===== config.mk =====
export PLATFORM = sky130hd
export DESIGN_NAME = ks10Mem
export DESIGN_NICKNAME = d
export VERILOG_FILES = /design/src/ks10MemPkg.sv /design/src/ks10Mem.sv /design/src/memBusSlave.sv /design/src/ssramSeq.sv /design/src/memStatus.sv
export SDC_FILE = /design/constraint.sdc
export NUM_CORES = 1
export LEC_CHECK = 0
export BUFFER_PORTS_ARGS = -buffer_cell sky130_fd_sc_hd__buf_2
export CAP_MARGIN = 20
export CORE_MARGIN = 2
export CORE_UTILIZATION = 47
export DETAILED_ROUTE_END_ITERATION = 16
export GPL_TIMING_DRIVEN = 0
export PLACE_DENSITY = 0.84
export SETUP_SLACK_MARGIN = 0.02
export SLEW_MARGIN = 0
export SYNTH_ARGS = -nofsm -noshare
export SYNTH_HDL_FRONTEND = slang
export SYNTH_SLANG_ARGS = --single-unit

===== constraint.sdc =====
create_clock -name clk -period 3.6 [get_ports clk]
set_clock_uncertainty 0.1 [all_clocks]
set_input_delay 0.18 -clock clk [delete_from_list [all_inputs] [get_ports clk]]
set_output_delay 0.18 -clock clk [all_outputs]
set_load 0.005 [all_outputs]

===== src/ks10MemPkg.sv =====
/*
 * Shared types and constants for the KS-10 memory interface.
 * Bus words use backplane numbering with bit 0 as the MSB.
 * Flag positions follow the KS-10 address word layout. AC-reference is one flag bit.
 */

package ks10MemPkg;

   ////////////////////////////////////////////////////////////
   // Word types
   ////////////////////////////////////////////////////////////

   // Data or address word as seen on the backplane
   typedef logic [0:35] word36_t;

   // I/O device number, bits 14 to 17 of the address word
   typedef logic [0:3] devNum_t;

   // I/O register address, right half of the address word
   typedef logic [18:35] ioAddr_t;

   ////////////////////////////////////////////////////////////
   // Address word flags
   ////////////////////////////////////////////////////////////

   parameter int flagRead   = 3;
   parameter int flagWrTest = 4;
   parameter int flagWrite  = 5;
   parameter int flagPhys   = 8;
   parameter int flagIo     = 10;
   parameter int flagAcRef  = 12;

   // Last bit of the device field, which is 4 bits wide
   parameter int devLsb = 17;

   // This controller answers as device 0
   parameter devNum_t memDev  = 4'd0;
   parameter ioAddr_t addrMsr = 18'o100000;

   ////////////////////////////////////////////////////////////
   // Memory Status Register bits
   ////////////////////////////////////////////////////////////

   parameter int msrPe = 3;
   parameter int msrEe = 4;
   parameter int msrPf = 12;
   // ECC Disable, write only
   parameter int msrEd = 35;

   // SSRAM sequencer states
   typedef enum logic [1:0] {seqStIdle, seqStAddr, seqStData, seqStDone} seqState_t;

   // Bus slave handshake states
   typedef enum logic [1:0] {slvStIdle, slvStWait, slvStAck} slvState_t;

endpackage

===== src/ks10Mem.sv =====
/*
 * Top level of the KS-10 memory interface.
 * SSRAM data is split into read, write and output-enable signals.
 * addrWidth sets the SSRAM address width taken from the bus address.
 */

module ks10Mem
#(
   parameter int addrWidth = 20
)
(
   input  logic                 clk,
   input  logic                 rst,
   input  logic                 busReq,
   output logic                 busAck,
   input  ks10MemPkg::word36_t  busAddr,
   input  ks10MemPkg::word36_t  busWrData,
   output ks10MemPkg::word36_t  busRdData,
   output logic [addrWidth-1:0] ssramAddr,
   output logic                 ssramCe,
   output logic                 ssramOeN,
   output logic                 ssramWeN,
   output ks10MemPkg::word36_t  ssramWrData,
   output logic                 ssramDataEn,
   input  ks10MemPkg::word36_t  ssramRdData
);

   // Status register path
   logic                 msrWrite;
   ks10MemPkg::word36_t  msrWord;

   // Sequencer path
   logic                 seqStart;
   logic                 seqWrite;
   logic [addrWidth-1:0] seqAddr;
   logic                 seqDone;
   ks10MemPkg::word36_t  seqRdData;

   ////////////////////////////////////////////////////////////
   // Bus slave, status register and SSRAM sequencer
   ////////////////////////////////////////////////////////////

   memBusSlave #(.addrWidth(addrWidth)) slave
   (
      .clk(clk), .rst(rst), .busReq(busReq), .busAck(busAck), .busAddr(busAddr),
      .busRdData(busRdData), .msrWrite(msrWrite), .msrWord(msrWord),
      .seqStart(seqStart), .seqWrite(seqWrite), .seqAddr(seqAddr),
      .seqDone(seqDone), .seqRdData(seqRdData)
   );

   memStatus status
   (
      .clk(clk), .rst(rst), .msrWrite(msrWrite), .busWrData(busWrData), .msrWord(msrWord)
   );

   ssramSeq #(.addrWidth(addrWidth)) seq
   (
      .clk(clk), .rst(rst), .seqStart(seqStart), .seqWrite(seqWrite), .seqAddr(seqAddr),
      .busWrData(busWrData), .seqDone(seqDone), .seqRdData(seqRdData),
      .ssramAddr(ssramAddr), .ssramCe(ssramCe), .ssramOeN(ssramOeN),
      .ssramWeN(ssramWeN), .ssramWrData(ssramWrData), .ssramDataEn(ssramDataEn),
      .ssramRdData(ssramRdData)
   );

endmodule


===== src/memBusSlave.sv =====
/*
 * Backplane side of the memory interface.
 * Uses a four-phase req/ack handshake with one transaction at a time.
 * The master must hold the address and data while busReq is high.
 * I/O requests for other devices are left unanswered.
 */

module memBusSlave
#(
   parameter int addrWidth = 20
)
(
   input  logic                 clk,
   input  logic                 rst,
   input  logic                 busReq,
   output logic                 busAck,
   input  ks10MemPkg::word36_t  busAddr,
   output ks10MemPkg::word36_t  busRdData,
   output logic                 msrWrite,
   input  ks10MemPkg::word36_t  msrWord,
   output logic                 seqStart,
   output logic                 seqWrite,
   output logic [addrWidth-1:0] seqAddr,
   input  logic                 seqDone,
   input  ks10MemPkg::word36_t  seqRdData
);

   ////////////////////////////////////////////////////////////
   // Address word fields
   ////////////////////////////////////////////////////////////

   logic                busRead;
   logic                busWrTest;
   logic                busWrite;
   logic                busIo;
   logic                busAcRef;
   ks10MemPkg::devNum_t busDev;
   ks10MemPkg::ioAddr_t busIoAddr;

   assign busRead   = busAddr[ks10MemPkg::flagRead];
   assign busWrTest = busAddr[ks10MemPkg::flagWrTest];
   assign busWrite  = busAddr[ks10MemPkg::flagWrite];
   assign busIo     = busAddr[ks10MemPkg::flagIo];
   assign busAcRef  = busAddr[ks10MemPkg::flagAcRef];
   assign busDev    = busAddr[ks10MemPkg::devLsb-3 +: 4];
   assign busIoAddr = busAddr[ks10MemPkg::devLsb+1 +: 18];

   // Request classes
   logic msrHit;
   logic memHit;
   logic acRefWr;
   logic memCycle;

   assign msrHit = busIo && busDev == ks10MemPkg::memDev &&
                   busIoAddr == ks10MemPkg::addrMsr && (busRead || busWrite);
   assign memHit = !busIo && (busRead || busWrTest || busWrite);

   // AC writes are acked but never reach the SSRAM
   assign acRefWr  = memHit && busWrite && busAcRef && !busRead && !busWrTest;
   assign memCycle = memHit && !acRefWr;

   // Read and write-test both read the SSRAM
   assign seqWrite = busWrite && !busRead && !busWrTest;
   assign seqAddr  = busAddr[36-addrWidth +: addrWidth];

   ////////////////////////////////////////////////////////////
   // Handshake
   ////////////////////////////////////////////////////////////

   ks10MemPkg::slvState_t state;
   // Waiting on the sequencer rather than a local register
   logic                  memPending;
   logic                  waitDone;

   assign waitDone = state == ks10MemPkg::slvStWait && (!memPending || seqDone);
   assign busAck   = state == ks10MemPkg::slvStAck;

   always_ff @(posedge clk)
   begin
      if (rst)
      begin
         state      <= ks10MemPkg::slvStIdle;
         memPending <= 1'b0;
         seqStart   <= 1'b0;
         msrWrite   <= 1'b0;
      end
      else
      begin
         // Single-cycle strobes
         seqStart <= 1'b0;
         msrWrite <= 1'b0;
         case (state)
            ks10MemPkg::slvStIdle:
            begin
               if (busReq && (msrHit || memHit))
               begin
                  state      <= ks10MemPkg::slvStWait;
                  memPending <= memCycle;
                  seqStart   <= memCycle;
                  msrWrite   <= msrHit && busWrite;
               end
            end
            ks10MemPkg::slvStWait:
            begin
               if (waitDone)
               begin
                  state <= ks10MemPkg::slvStAck;
               end
            end
            // Hold ack until the master lets go
            default:
            begin
               if (!busReq)
               begin
                  state <= ks10MemPkg::slvStIdle;
               end
            end
         endcase
      end
   end

   // Read data frozen from ack until the next request
   always_ff @(posedge clk)
   begin
      if (waitDone)
      begin
         busRdData <= memPending ? seqRdData : msrWord;
      end
   end

   // Ack only answers a request seen on the previous edge
   assert property (@(posedge clk) disable iff (rst) $rose(busAck) |-> $past(busReq));

endmodule


===== src/ssramSeq.sv =====
/*
 * Runs a single SSRAM read or write per start pulse.
 * The SSRAM is assumed to return read data one clock after OE# is sampled.
 * No burst and no byte writes. Start is ignored unless idle.
 */

module ssramSeq
#(
   parameter int addrWidth = 20
)
(
   input  logic                 clk,
   input  logic                 rst,
   input  logic                 seqStart,
   input  logic                 seqWrite,
   input  logic [addrWidth-1:0] seqAddr,
   input  ks10MemPkg::word36_t  busWrData,
   output logic                 seqDone,
   output ks10MemPkg::word36_t  seqRdData,
   output logic [addrWidth-1:0] ssramAddr,
   output logic                 ssramCe,
   output logic                 ssramOeN,
   output logic                 ssramWeN,
   output ks10MemPkg::word36_t  ssramWrData,
   output logic                 ssramDataEn,
   input  ks10MemPkg::word36_t  ssramRdData
);

   ks10MemPkg::seqState_t state;

   // Request held for the whole cycle
   logic [addrWidth-1:0] addrReg;
   logic                 wrReg;
   ks10MemPkg::word36_t  wrDataReg;
   ks10MemPkg::word36_t  rdDataReg;

   ////////////////////////////////////////////////////////////
   // Sequencer
   ////////////////////////////////////////////////////////////

   always_ff @(posedge clk)
   begin
      if (rst)
      begin
         state <= ks10MemPkg::seqStIdle;
      end
      else
      begin
         case (state)
            ks10MemPkg::seqStIdle:
            begin
               if (seqStart)
               begin
                  state <= ks10MemPkg::seqStAddr;
               end
            end
            // Writes finish here, reads wait for the data
            ks10MemPkg::seqStAddr:
            begin
               state <= wrReg ? ks10MemPkg::seqStDone : ks10MemPkg::seqStData;
            end
            ks10MemPkg::seqStData:
            begin
               state <= ks10MemPkg::seqStDone;
            end
            default:
            begin
               state <= ks10MemPkg::seqStIdle;
            end
         endcase
      end
   end

   // Latch the request on start, capture read data in Data
   always_ff @(posedge clk)
   begin
      if (state == ks10MemPkg::seqStIdle && seqStart)
      begin
         addrReg   <= seqAddr;
         wrReg     <= seqWrite;
         wrDataReg <= busWrData;
      end
      if (state == ks10MemPkg::seqStData)
      begin
         rdDataReg <= ssramRdData;
      end
   end

   ////////////////////////////////////////////////////////////
   // SSRAM pins
   ////////////////////////////////////////////////////////////

   assign ssramAddr   = addrReg;
   assign ssramWrData = wrDataReg;
   assign ssramCe     = state == ks10MemPkg::seqStAddr;
   assign ssramOeN    = !(state == ks10MemPkg::seqStAddr && !wrReg);
   assign ssramWeN    = !(state == ks10MemPkg::seqStAddr && wrReg);
   assign ssramDataEn = state == ks10MemPkg::seqStAddr && wrReg;
   assign seqDone     = state == ks10MemPkg::seqStDone;
   assign seqRdData   = rdDataReg;

   // Read and write strobes are exclusive
   assert property (@(posedge clk) disable iff (rst) ssramOeN || ssramWeN);

   // Every start completes in 2 cycles for a write, 3 for a read
   assert property (@(posedge clk) disable iff (rst) seqStart |-> ##[2:3] seqDone);

endmodule


===== src/memStatus.sv =====
/*
 * Memory Status Register at I/O address 100000 octal.
 * Only PE, EE and PF are kept. Every other bit reads as 0.
 * PF comes up set after reset and can only be cleared by a write.
 */

module memStatus
(
   input  logic                clk,
   input  logic                rst,
   input  logic                msrWrite,
   input  ks10MemPkg::word36_t busWrData,
   output ks10MemPkg::word36_t msrWord
);

   // Parity Error
   logic statPe;
   // ECC Enable
   logic statEe;
   // Power Failure
   logic statPf;

   ////////////////////////////////////////////////////////////
   // Register write
   ////////////////////////////////////////////////////////////

   always_ff @(posedge clk)
   begin
      if (rst)
      begin
         // Power-up values
         statPe <= 1'b0;
         statEe <= 1'b1;
         statPf <= 1'b1;
      end
      else if (msrWrite)
      begin
         // PE is plain read/write
         statPe <= busWrData[ks10MemPkg::msrPe];
         // Writing 0 clears PF, writing 1 keeps it
         statPf <= busWrData[ks10MemPkg::msrPf] & statPf;
         // EE is the inverse of ED
         statEe <= !busWrData[ks10MemPkg::msrEd];
      end
   end

   ////////////////////////////////////////////////////////////
   // Read-back word
   ////////////////////////////////////////////////////////////

   always_comb
   begin
      // Reserved fields
      msrWord = '0;
      msrWord[ks10MemPkg::msrPe] = statPe;
      msrWord[ks10MemPkg::msrEe] = statEe;
      msrWord[ks10MemPkg::msrPf] = statPf;
   end

endmodule


==> flow_metrics.env <==
export IMPL_post_cts_setup_buffer_count=0
export IMPL_ios=208
export IMPL_ys_warn_count=0
export IMPL_synth_top_area_share_pct=81.77
export IMPL_drv_cap=0
export IMPL_synth_area_per_cell_um2=19.66
export IMPL_grt_usage_pct=22.36
export IMPL_grt_overflow=0
export IMPL_ys_ff_latch=139
export IMPL_grt_setup_unrepaired="false"
export IMPL_cts_tree="done"
export IMPL_status="completed"
export IMPL_clockBufferDepth=2
export IMPL_start_util_pct=48.46
export IMPL_antenna_found_initial=0
export IMPL_timing_worst_setup_path_type="reg -> reg"
export IMPL_fin_tns_setup_ns=0
export IMPL_n_antenna_cell=0
export IMPL_die_h_um=104.4
export IMPL_clk_pin_slew_worst_paths_ns=0.06
export IMPL_required_ns=3.70
export IMPL_final_max_slew_violation_count=0
export IMPL_ir_worst_vdd_v=0.0002648
export IMPL_cts_sinks=139
export IMPL_ys_seq_area_share_pct=86.00
export IMPL_cts_hold_fix_buffers=101
export IMPL_grt_pass1_wl_um=18090
export IMPL_synth_fa_ha_area_share_pct=1.057
export IMPL_cp_start_kind="register"
export IMPL_synth_cells=241
export IMPL_path_delay_family="simple AND/OR/NAND/NOR gates"
export IMPL_grt_pass1_vias=3546
export IMPL_drtAntennaViolNets=0
export IMPL_p_leak_nw=2.999
export IMPL_cts_buffers=17
export IMPL_die_area_um2=10900
export IMPL_synth_cell_types=30
export IMPL_drtIter0Drc=145
export IMPL_fillers=567
export IMPL_final_cells=704
export IMPL_num_rows=36
export IMPL_cp_cell_sequence="inv_1 > ha_1 > and2_2 > buf_12"
export IMPL_vias_per_cell=4.666
export IMPL_fmax_mhz=494.1
export IMPL_slowest_delay_ns=0.67
export IMPL_yosys_top_cells_area="edfxtp_1, and2_1, dfxtp_1"
export IMPL_wirelength_um=11850
export IMPL_grt_max_degree=38
export IMPL_cp_arrival_ns=2.12
export IMPL_synth_flop_cell="edfxtp_1"
export IMPL_core_area_um2=9774
export IMPL_routedWlPerCell_um=16.84
export IMPL_synth_nets=356
export IMPL_drc_errors=0
export IMPL_nets=675
export IMPL_syn_cell_area_um2=4737
export IMPL_synth_compound_area_share_pct=2.192
export IMPL_gp_congestion=0.8356
export IMPL_dr_pass1_iters=4
export IMPL_multi_input_area_um2=621.8
export IMPL_hold_violations=0
export IMPL_cp_end_kind="register"
export IMPL_areaGrowthSynthToFinish_pct=57.71
export IMPL_hold_class="in -> reg"
export IMPL_synth_top_area_cell="edfxtp_1"
export IMPL_dieWidth_um=104.4
export IMPL_synth_xor_area_share_pct=0
export IMPL_cellPowerDensity_nw_per_um2=485.9
export IMPL_period_share_pct=56.22
export IMPL_worst_path_max_delay_cell="and2_2"
export IMPL_synth_edf_count=129
export IMPL_path_max_fanout=31
export IMPL_relSlewSlack_pct=41.07
export IMPL_insertion_delay_ns=0.51
export IMPL_final_core_util_pct=76.43
export IMPL_vias=3285
export IMPL_synth_simple_area_share_pct=8.663
export IMPL_tightest_slew_ns=0.8840
export IMPL_crit_buf_inv=2
export IMPL_ys_async_sr_fraction_pct=0
export IMPL_hpwlAfterDp_um=7187
export IMPL_post_route_min_period_ns=2.024
export IMPL_synth_top_family_by_area="simple AND/OR/NAND/NOR gates"
export IMPL_synth_common_cells="edfxtp_1, and2_1, dfxtp_1"
export IMPL_io_buffers=197
export IMPL_muxShareOfSynthArea_pct=1.136
export IMPL_root_buffer="clkbuf_8"
export IMPL_setup_viol=0
export IMPL_drive_above_1_share_pct=41.68
export IMPL_final_seq_area_um2=4074
export IMPL_htreeDepth=4
export IMPL_post_cts_resized=0
export IMPL_yosysMostFrequentCell="edfxtp_1"
export IMPL_dp_cells=573
[registers in the layout, summed over array words and instances (netlist names), 2 cells and up]
signal and flops:
seq.ssramWrData 36, seq.state 2, seq.ssramAddr 20, slave.state 2, slave.busRdData 36, seq.seqRdData 36
[final timing paths]
path | start | endpoint | slack [ns] | cells past startpoint
max | seq.state[0]$_SDFFE_PP0P_ | seq.ssramWrData[9]$_DFFE_PP_ | 1.58 | 4
min | busAddr[32] | slave.memPending$_SDFFE_PP0P_ | 0.09 | 4
max reg2reg | seq.state[0]$_SDFFE_PP0P_ | seq.ssramWrData[9]$_DFFE_PP_ | 1.58 | 4
min reg2reg | status.statPf$_SDFFE_PP1P_ | status.statPf$_SDFFE_PP1P_ | 0.37 | 1
[cells by family after synthesis]
group / Yosys count
simple gates: 67
mux: 5
compound gates: 14
fa+ha+maj: 4
buf+inv: 12
flops: 139
[metal layers]
metal | vias to the layer above | track usage [%] | share of wire, %
li1 | 1547 | - | -
met1 | 1564 | 23.71 | 37
met2 | 147 | 41.50 | 56
met3 | 27 | 4.699 | 4.4
met4 | 0 | 11.49 | 3.1
met5 | - | 0 | 0
[cell type report]
class	count	share of cell area, %
Multi-Input combinational cell	90	8.324
Buffer	5	0.2512
Inverter	7	0.3517
Sequential cell	139	54.53
Tap cell	133	2.227
Timing Repair Buffer	300	27.37
Clock inverter	13	1.407
Clock buffer	17	5.543
[cells in the final DEF, fill, tap and decap left out, types with 2 or more instances in the layout]
cell type,n
ha_1,3
nand2_1,5
and2_1,34
clkinv_2,6
o21ai_0,2
dlygate4sd3_1,101
clkbuf_16,16
clkinvlp_4,2
nor2_1,7
a21oi_1,4
nor4_1,2
mux2i_1,2
edfxtp_1,129
nor4_2,2
clkinv_4,2
inv_1,7
dfxtp_1,10
nor3_1,4
mux2_2,3
nand2b_1,6
clkbuf_1,5
buf_2,197
[power breakdown]
part	total, mW	switching [mW]	internal (mW)	leakage [nW]
logic	0.278	0.118	0.161	1.48
clock network	1.52	0.622	0.899	0.257
registers	1.83	0.0129	1.82	1.27
[metrics by stage]
| step | hold WS, ns | power (mW) | worst slack [ns] | cell area (um^2) |
|---|---|---|---|---|
| 2_1_floorplan | 0.1789 | 1.930 | 1.090 | 4737 |
| 3_3_place_gp | 0.2572 | 2.034 | 0.5796 | 5889 |
| 3_5_place_dp | 0.2582 | 2.050 | 1.595 | 5941 |
| 4_1_cts | 0.05547 | 3.647 | 1.562 | 7471 |
| 5_1_grt | 0.1147 | 3.750 | 1.453 | 7471 |
| 6_report | 0.09441 | 3.630 | 1.576 | 7471 |
[tightest hold or removal path, cell delays in order]
cell and delay (ns):
buf_2 0.11, nor3_1 0.06, nor2_1 0.19, o31ai_1 0.11
Power figures use the tool's default switching activity.
